<file path="config.mk">
export PLATFORM = sky130hd
export DESIGN_NAME = alu_execute_flat
export DESIGN_NICKNAME = d
export VERILOG_FILES = /design/src/source/ooo_pkg.sv /design/src/source/fu_result_if.sv /design/src/source/alu_execute.sv /design/src/flat_wrapper.sv
export VERILOG_INCLUDE_DIRS = /design/src /design/src/source
export SDC_FILE = /design/constraint.sdc
export NUM_CORES = 1
export LEC_CHECK = 0
export BUFFER_PORTS_ARGS = -buffer_cell sky130_fd_sc_hd__buf_2
export CORE_UTILIZATION = 40
export CTS_BUF_LIST = sky130_fd_sc_hd__clkbuf_4 sky130_fd_sc_hd__clkbuf_8
export DETAILED_ROUTE_END_ITERATION = 8
export PLACE_DENSITY_LB_ADDON = 0.05
export SETUP_SLACK_MARGIN = 0.5
export SLEW_MARGIN = 25
export SYNTH_ARGS = -nofsm -noshare
export SYNTH_HDL_FRONTEND = slang
export SYNTH_SLANG_ARGS = --single-unit
</file>
<file path="constraint.sdc">
create_clock -name clock -period 8.15 [get_ports clock]
set_input_delay 1.63 -clock clock [delete_from_list [all_inputs] [get_ports clock]]
set_output_delay 1.63 -clock clock [all_outputs]
set_load 0.03 [all_outputs]
</file>
<file path="src/source/cdb_consts.svh">
`ifndef CDB_CONSTS_SVH
`define CDB_CONSTS_SVH

// functional units, one bus entry each
// index 0 is the multiplier, index 1 the ALU
`define NUM_FU 2

// ROB depth, 4-bit index
`define NUM_ROB 16

// physical register file size, 5-bit tag
`define NUM_PR 32

// datapath width
`define XLEN 64

`endif

</file>
<file path="src/source/ooo_pkg.sv">
`include "cdb_consts.svh"

package ooo_pkg;

  localparam int ROB_W  = $clog2(`NUM_ROB); // rob index width
  localparam int PR_W   = $clog2(`NUM_PR);  // physical tag width
  localparam int AREG_W = 5;                // architectural dest width

  typedef enum logic [2:0] {
    OP_ADD,
    OP_SUB,
    OP_AND,
    OP_OR,
    OP_XOR,
    OP_MUL  // only opcode routed to the multiplier
  } fu_op_e;

  typedef struct packed {
    fu_op_e              op;
    logic [`XLEN-1:0]    src_a;
    logic [`XLEN-1:0]    src_b;
    logic [PR_W-1:0]     t_idx;    // physical dest tag
    logic [ROB_W-1:0]    rob_idx;
    logic [AREG_W-1:0]   dest_idx; // architectural dest
  } issue_pkt_t;

  typedef struct packed {
    logic                taken;    // entry holds a finished result
    logic [PR_W-1:0]     t_idx;
    logic [ROB_W-1:0]    rob_idx;
    logic [AREG_W-1:0]   dest_idx;
    logic [`XLEN-1:0]    value;
  } cdb_entry_t;

  // age test against the rollback point, distances taken modulo rob size
  function automatic logic is_squashed(input logic [ROB_W-1:0] rob_idx,
                                       input logic [ROB_W-1:0] rollback_idx,
                                       input logic [ROB_W-1:0] rob_tail);
    logic [ROB_W-1:0] age_dist;
    logic [ROB_W-1:0] tail_dist;
    age_dist  = rob_idx - rollback_idx;  // wraps naturally
    tail_dist = rob_tail - rollback_idx;
    return age_dist <= tail_dist;        // inside the squashed window
  endfunction

endpackage

</file>
<file path="src/source/fu_result_if.sv">
`timescale 1ns/100ps
`include "cdb_consts.svh"

interface fu_result_if import ooo_pkg::*; ();

  logic               done;     // unit holds a live result
  logic [PR_W-1:0]    t_idx;
  logic [ROB_W-1:0]   rob_idx;
  logic [AREG_W-1:0]  dest_idx;
  logic [`XLEN-1:0]   value;
  logic               free;     // bus entry can take it this edge

  // execute unit side
  modport unit (
    output done, t_idx, rob_idx, dest_idx, value,
    input  free
  );

  // result bus side
  modport bus (
    input  done, t_idx, rob_idx, dest_idx, value,
    output free
  );

endinterface

</file>
<file path="src/source/alu_execute.sv">
`timescale 1ns/100ps
`include "cdb_consts.svh"

module alu_execute import ooo_pkg::*; (
  input  logic             clock,
  input  logic             reset,
  input  logic             in_valid,
  input  issue_pkt_t       in_pkt,
  input  logic             rollback_en,
  input  logic [ROB_W-1:0] rollback_idx,
  input  logic [ROB_W-1:0] rob_tail,
  output logic             in_ready,
  fu_result_if.unit        res
);

  logic               hold_valid;  // hold register occupied
  logic [PR_W-1:0]    hold_tag;
  logic [ROB_W-1:0]   hold_rob;
  logic [AREG_W-1:0]  hold_dest;
  logic [`XLEN-1:0]   hold_value;
  logic [`XLEN-1:0]   alu_out;     // combinational result
  logic               squash;      // held op lies in the rollback window

  always_comb begin
    case (in_pkt.op)
      OP_ADD:  alu_out = in_pkt.src_a + in_pkt.src_b;
      OP_SUB:  alu_out = in_pkt.src_a - in_pkt.src_b;
      OP_AND:  alu_out = in_pkt.src_a & in_pkt.src_b;
      OP_OR:   alu_out = in_pkt.src_a | in_pkt.src_b;
      OP_XOR:  alu_out = in_pkt.src_a ^ in_pkt.src_b;
      default: alu_out = '0;  // never steered here
    endcase
  end

  assign squash   = rollback_en && hold_valid && is_squashed(hold_rob, rollback_idx, rob_tail);
  assign in_ready = !hold_valid || res.free;  // empty or being taken

  // done masked while squashing so the bus never latches a dead op
  assign res.done     = hold_valid && !squash;
  assign res.t_idx    = hold_tag;
  assign res.rob_idx  = hold_rob;
  assign res.dest_idx = hold_dest;
  assign res.value    = hold_value;

  always_ff @(posedge clock) begin
    if (reset) begin
      hold_valid <= 1'b0;
    end else if (in_valid && in_ready) begin
      hold_valid <= 1'b1;  // new op replaces the departing one
    end else if (squash || res.free) begin
      hold_valid <= 1'b0;  // taken or killed
    end
  end

  // payload, no reset
  always_ff @(posedge clock) begin
    if (in_valid && in_ready) begin
      hold_tag   <= in_pkt.t_idx;
      hold_rob   <= in_pkt.rob_idx;
      hold_dest  <= in_pkt.dest_idx;
      hold_value <= alu_out;
    end
  end

endmodule

</file>
<file path="src/flat_wrapper.sv">
// flat-port wrapper written by rule: the top's interface ports become plain ports
module alu_execute_flat import ooo_pkg::*;
  (clock, reset, in_valid, in_pkt, rollback_en, rollback_idx, rob_tail, in_ready, res_done, res_t_idx, res_rob_idx, res_dest_idx, res_value, res_free);
  fu_result_if res_i ();
  input  logic clock;
  input  logic reset;
  input  logic in_valid;
  input  issue_pkt_t in_pkt;
  input  logic rollback_en;
  input  logic [ROB_W-1:0] rollback_idx;
  input  logic [ROB_W-1:0] rob_tail;
  output logic in_ready;
  output wire logic [$bits(res_i.done)-1:0] res_done;
  output wire logic [$bits(res_i.t_idx)-1:0] res_t_idx;
  output wire logic [$bits(res_i.rob_idx)-1:0] res_rob_idx;
  output wire logic [$bits(res_i.dest_idx)-1:0] res_dest_idx;
  output wire logic [$bits(res_i.value)-1:0] res_value;
  input wire logic [$bits(res_i.free)-1:0] res_free;
  assign res_done = res_i.done;
  assign res_t_idx = res_i.t_idx;
  assign res_rob_idx = res_i.rob_idx;
  assign res_dest_idx = res_i.dest_idx;
  assign res_value = res_i.value;
  assign res_i.free = res_free;
  alu_execute u_core (.clock(clock), .reset(reset), .in_valid(in_valid), .in_pkt(in_pkt), .rollback_en(rollback_en), .rollback_idx(rollback_idx), .rob_tail(rob_tail), .in_ready(in_ready), .res(res_i));
endmodule
</file>
==> results.md, run 1 <==
- Clock transition at the registers of the reported paths: 0.10 ns
- Portion of the post-synthesis area used by sequential elements: 0.2073
- Antenna Violating Nets Remaining: 0
- Count of port buffers added during placement: 237
- Async set or reset register ratio after synthesis: 0
- Largest fanout of any net on the critical path: 7
- Switching Power: 748.8 uW
- Dominant register cell in the synthesized netlist: sky130_fd_sc_hd__edfxtp_1
- Cell-internal power: 966.6 uW
- Final setup violating endpoints: 0
- Max-slew headroom: 0.4268
- Crit start category: primary input
- Post-Route Skew: 0.006014 ns
- Logic gate share of total power: 0.511
- Hold_buf cts: 0
- Clock tree from TritonCTS: built
- CTS Root Cell: sky130_fd_sc_hd__clkbuf_8
- Synth Warn #: 0
- Worst endpoint required time: 8.31 ns
- Crit path time final: 6.887 ns
- Post-synth top cells: 201 x sky130_fd_sc_hd__ha_1, 154 x sky130_fd_sc_hd__inv_1, 123 x sky130_fd_sc_hd__nor2_1
- Number of nets in the final layout: 1,963
- Total number of clock tree sinks: 79
- Number of levels in the clock H-tree: 3
- Net Sw Frac: 0.4365
- Count of max-cap constraint violations: 0
- Layout overhead on the synthesized area: 14.75%
- Total number of vias: 11,066
- Wire length of the first global-routing pass: 59,410 microns
- Total power density per cell area: 131.2 nW/um^2
- Syn_area_per_cell: 8.066 sq um
- Period utilization: 0.8450
- Average wire per cell in the routed design: 19.39 microns
- Post-layout instance area: 13,080 sq um
- Number of register bits inferred by synthesis: 79
- Total area of sequential cells: 2362 sq um
- Part of the total power dissipated in sequential elements: 0.298
- Post-synth EDFFs: 78
- Hold Vio Cnt, Final: 0
- Boundary pin count: 238
- Floorplan core area: 27,930 sq um
- Pin count of the biggest net entering global routing: 65
- Slew at the pin closest to its max-slew limit: 0.8525 ns
- Clock insertion delay at the later pin of the skew report: 0.40 ns
- Static power due to leakage: 6.207 nW
- Max Transition Viols Final: 0
- Die width: 170.8 microns
- Buffer depth of the longest clock path: 2
- Accumulated negative setup slack: 0 ns
- Instance count of the mapped netlist: 1,413
- Endpoint class of the critical path: flop
- First-iteration detailed-routing DRC count: 729
- Number of detailed-route iterations in the first pass: 7
- Clock power frac: 0.190
- Most common cell in the netlist: sky130_fd_sc_hd__ha_1
- Average via count per standard cell: 5.575
- Count of instances resized after the clock tree is built: 0
- Count of distinct cell types in the synthesized netlist: 68
- Share of Yosys cell area claimed by the top area cell type: 0.2207
- Residual DRC: 0
- Fmax achieved: 145.2 MHz
- Unrepaired setup endpoints after global routing: false
- Worst vdd ir: 0.07249 mV
- Detailed Route WL: 38,490 microns
- Worst path arrival time: 7.05 ns
- Cell area after technology mapping: 11,400 sq um
- Count of fill cells added during filler insertion: 2,896
- Starting utilization of the core area: 0.4080
- Number of antenna violations at the first check in global routing: 0
- Largest area contributor in the synthesized netlist: sky130_fd_sc_hd__ha_1
- Vertical extent of the die: 170.8 microns
- Category of the critical setup timing path: in2reg
- Die Area: 29,170 sq um
- Fraction of final layout cells with drive strength greater than 1: 0.1768
- Run status: finished clean
- Post-CTS setup buffer count: 0
- Path type of the worst min-delay path: reg2reg
- Via count of the first global-routing pass: 10,706
- Placer's final routability congestion estimate: 0.8896
- Overall Global Routing Usage: 0.2648
- Floorplan row count: 61
- Area of the multi-input gates: 8190 sq um
- Post-Synthesis Net Count: 1,775
- Total half-perimeter wirelength after legalization and detailed placement: 30,200 microns
- Total CTS buffers: 9
- Dominant cells by area after synthesis: sky130_fd_sc_hd__ha_1 22%, sky130_fd_sc_hd__edfxtp_1 21%, sky130_fd_sc_hd__xnor2_1 7.5%, sky130_fd_sc_hd__a21oi_1 5.4%, sky130_fd_sc_hd__inv_1 5.1%
- DP Area: 12,880 sq um
- Global route total overflow: 0
metrics by stage:
step           power [mW]    util  setup slack [ns]  cells  hold WS [ns]
2_1_floorplan       1.119       -             1.711   1413        0.5203
3_3_place_gp        1.392  0.4612            0.8917   1968        0.5612
3_5_place_dp        1.388  0.4612            0.8346   1968        0.5689
4_1_cts             1.723  0.4681             1.254   1984        0.5924
5_1_grt             1.833  0.4681            0.9259   1984        0.6193
6_report            1.715  0.4682             1.263   1985        0.5864
power by group through the flow:
stage | clock, mW | sequential (mW) | combinational, mW
floorplan | 0 | 0.599 | 0.520
global placement | 0 | 0.521 | 0.871
detailed placement | 0 | 0.521 | 0.867
CTS | 0.338 | 0.512 | 0.872
global route | 0.350 | 0.516 | 0.967
finish | 0.326 | 0.512 | 0.877
state kept, by name, indices dropped and copies added (netlist names):
signal               count
u_core.res.value        64
u_core.res.dest_idx      5
u_core.res.rob_idx       4
u_core.res.t_idx         5
u_core.hold_valid        1
final timing paths:
| path | startpoint | slack [ns] | to | depth (start not counted) |
|---|---|---|---|---|
| max | in_pkt[26] | 1.26 | u_core.res.value[63] | 18 |
| min | u_core.hold_valid | 0.59 | u_core.hold_valid | 3 |
| max reg2reg | u_core.res.rob_idx[0] | 5.72 | u_core.hold_valid | 12 |
| min reg2reg | u_core.hold_valid | 0.59 | u_core.hold_valid | 3 |
placed cells by master, fill, tap and decap left out, drive strengths merged, types with 10 or more instances in the layout:
| master | instances |
|---|---|
| a211oi | 49 |
| a21o | 52 |
| a21oi | 122 |
| a31oi | 30 |
| buf | 249 |
| clkbuf | 10 |
| edfxtp | 78 |
| ha | 201 |
| inv | 155 |
| nand2 | 64 |
| nand2b | 13 |
| nand3 | 23 |
| nand4 | 25 |
| nor2 | 123 |
| nor3 | 14 |
| nor4 | 11 |
| o211ai | 10 |
| o21ai | 96 |
| o21bai | 11 |
| o221ai | 13 |
| o31ai | 13 |
| xnor2 | 97 |
| xor2 | 28 |
critical path, cell delays in order:
cell                       delay [ns]
sky130_fd_sc_hd__buf_2           0.12
sky130_fd_sc_hd__or4_4           0.55
sky130_fd_sc_hd__or3_4           0.36
sky130_fd_sc_hd__nand4b_4        0.22
sky130_fd_sc_hd__nor3_1          0.52
sky130_fd_sc_hd__inv_1           0.10
sky130_fd_sc_hd__or4_1           0.44
sky130_fd_sc_hd__o31ai_1         0.26
sky130_fd_sc_hd__xnor2_1         0.11
sky130_fd_sc_hd__ha_1            0.44
sky130_fd_sc_hd__nand4_1         0.24
sky130_fd_sc_hd__or4_1           0.52
sky130_fd_sc_hd__o211ai_1        0.42
sky130_fd_sc_hd__a21oi_1         0.18
sky130_fd_sc_hd__nor2_1          0.34
sky130_fd_sc_hd__a211oi_1        0.17
sky130_fd_sc_hd__mux2i_1         0.15
sky130_fd_sc_hd__a221o_1         0.30
per-layer routing:
metal / up-vias / wire length (microns) / global-route usage
met5: - / 0 / 0
li1: 5461 / - / -
met2: 342 / 16810 / 0.4220
met3: 39 / 2000 / 0.02961
met1: 5224 / 18870 / 0.3736
met4: 0 / 805 / 0.07638
kinds of logic (layout without fill, tap and decap cells):
group,count (synthesis),after routing,synth area share
AND/OR/NAND/NOR,326,326,0.1400
multiplexers,3,3,0.002635
buffers and inverters,227,420,0.07487
flip-flops,79,79,0.2073
AO/OA/AOI/OAI,449,449,0.2533
XOR/XNOR,125,125,0.09606
other,0,1,0
adder cells (fa/ha/maj),204,204,0.2259
cell type report:
class | instances | share of cell area
well taps | 378 | 0.03616
clock inverters | 6 | 0.004688
diodes | 1 | 0.0001913
inverters | 155 | 0.04448
repair buffers | 249 | 0.09758
clock buffers | 10 | 0.01004
flip-flops and latches | 79 | 0.1806
multi-input cells | 1107 | 0.6262
No activity file was read; power rests on OpenSTA's default activity.
==> run 2, diff against run 1 <==
Clock period 8.15 ns to 7.1 ns, I/O delays scaled along.
==> results.md, run 2 (synthesized netlist as in run 1, its figures left out) <==
- Cells on worst reg2reg path: 12
- Number of antenna violations at the first check in global routing: 0
- Starting utilization of the core area: 0.4080
- Period utilization: 0.8864
- Worst slack, placed: 0.1549 ns
- Clock transition at the registers of the reported paths: 0.10 ns
- Post-layout instance area: 13,260 sq um
- Clock tree from TritonCTS: built
- Placer's final routability congestion estimate: 0.9520
- Worst vdd ir: 0.07299 mV
- Via count of the first global-routing pass: 10,589
- Path type of the worst min-delay path: reg2reg
- Hold_buf cts: 0
- Max Transition Viols Final: 0
- Worst path arrival time: 6.57 ns
- Count of inserted antenna diode cells: 0
- Buffer depth of the longest clock path: 2
- Destination of the critical timing path: u_core.res.value[56]
- Category of the critical setup timing path: in2reg
- Endpoint class of the critical path: flop
- Die Area: 29,170 sq um
- Number of standard cells in the final layout excluding fillers: 2,003
- Total number of vias: 11,126
- Max-slew headroom: 0.3989
- Floorplan core area: 27,930 sq um
- Hold slack: 0.5818 ns
- Hold Vio Cnt, Final: 0
- Global route total overflow: 0
- Pin count of the biggest net entering global routing: 97
- Total number of clock tree sinks: 79
- Worst reg2reg startpoint: u_core.res.rob_idx[0]
- Core Util, Final: 0.4748
- PnR Total Power: 2.025 mW
- Commonest non-fill, non-tap cells in the layout: 237 x sky130_fd_sc_hd__buf_2, 200 x sky130_fd_sc_hd__ha_1, 154 x sky130_fd_sc_hd__inv_1
- CTS Root Cell: sky130_fd_sc_hd__clkbuf_8
- Max reg flops: 64
- Setup WS post-layout: 0.8063 ns
- Antenna Violating Nets Remaining: 0
- DP Area: 13,020 sq um
- Overall Global Routing Usage: 0.2679
- Floorplan row count: 61
- Number of detailed-route iterations in the first pass: 5
- Total power density per cell area: 152.6 nW/um^2
- Unrepaired setup endpoints after global routing: false
- Wire length of the first global-routing pass: 60,040 microns
- Number of levels in the clock H-tree: 3
- Total half-perimeter wirelength after legalization and detailed placement: 30,720 microns
- Post-Place Cells: 1,986
- Detailed Route WL: 38,980 microns
- End of the worst register-to-register path: u_core.hold_valid
- Clock insertion delay at the later pin of the skew report: 0.41 ns
- Accumulated negative setup slack: 0 ns
- Static power due to leakage: 6.310 nW
- Number of nets in the final layout: 1,982
- Boundary pin count: 238
- Final setup violating endpoints: 0
- Vertical extent of the die: 170.8 microns
- Crit path time final: 6.294 ns
- Crit start category: primary input
- Post-Route Skew: 0.007403 ns
- Layout overhead on the synthesized area: 16.38%
- Most common library cell in the layout ignoring fill and taps: sky130_fd_sc_hd__buf_2
- Residual DRC: 0
- Total CTS buffers: 9
- Average wire per cell in the routed design: 19.46 microns
- Largest fanout of any net on the critical path: 8
- Reg-to-reg slack, setup: 4.71 ns
- Average via count per standard cell: 5.555
- Count of max-cap constraint violations: 0
- Slew at the pin closest to its max-slew limit: 0.9016 ns
- Fmax achieved: 158.9 MHz
- First-iteration detailed-routing DRC count: 679
- Fraction of final layout cells with drive strength greater than 1: 0.1889
- Worst endpoint required time: 7.38 ns
- Crit. Startpoint: in_pkt[26]
- Count of port buffers added during placement: 237
- Die width: 170.8 microns
- Run status: finished clean
==> run 2: worst min-delay path by stage <==
stage                      startpoint  cells after the start                end  slack (ns)
floorplan           u_core.hold_valid                      3  u_core.hold_valid        0.52
global placement    u_core.hold_valid                      3  u_core.hold_valid        0.57
detailed placement  u_core.hold_valid                      3  u_core.hold_valid        0.57
CTS                 u_core.hold_valid                      3  u_core.hold_valid        0.59
global route        u_core.hold_valid                      3  u_core.hold_valid        0.64
finish              u_core.hold_valid                      3  u_core.hold_valid        0.58
==> run 2: worst max-delay path: stages <==
cell and delay, ns:
sky130_fd_sc_hd__buf_2 0.12, sky130_fd_sc_hd__or4_4 0.55, sky130_fd_sc_hd__or3_4 0.36, sky130_fd_sc_hd__nand4b_4 0.22, sky130_fd_sc_hd__nand2b_4 0.19, sky130_fd_sc_hd__or3_1 0.53
sky130_fd_sc_hd__nand2_1 0.29, sky130_fd_sc_hd__xnor2_1 0.12, sky130_fd_sc_hd__ha_1 0.47, sky130_fd_sc_hd__a21oi_1 0.11, sky130_fd_sc_hd__o21ai_1 0.28, sky130_fd_sc_hd__a211oi_1 0.13
sky130_fd_sc_hd__o21ai_1 0.23, sky130_fd_sc_hd__a31oi_1 0.11, sky130_fd_sc_hd__nor4b_2 0.36, sky130_fd_sc_hd__nor3_2 0.13, sky130_fd_sc_hd__o31a_1 0.36, sky130_fd_sc_hd__or4_1 0.48
sky130_fd_sc_hd__nand3_1 0.10
==> run 2: cell type report <==
type | count | area (sq um)
clock buffer | 10 | 131.4
clock inverter | 6 | 85.08
fill | 2904 | 14670
inverter | 155 | 581.8
multi-input combinational | 1107 | 8208
sequential | 79 | 2362
tap | 378 | 473.0
timing repair buffer | 268 | 1423
==> run 2: layer usage <==
metal  global-route usage  up-vias  share of wire
li1                     -     5501              -
met1               0.3894     5215           0.50
met2               0.4091      363           0.42
met3              0.03585       47          0.056
met4              0.07521        0          0.022
met5                    0        -              0
==> run 2: where the power goes <==
group	internal (mW)	switching (mW)	total, mW
Clock	0.201	0.213	0.414
Sequential	0.573	0.0128	0.586
Combinational	0.383	0.642	1.02
==> run 2: timing repair <==
| item | CTS | global route |
|---|---|---|
| buffers inserted | 0 | 1 |
| setup endpoints to repair | 0 | 7 |
| gates resized for setup | 0 | 6 |
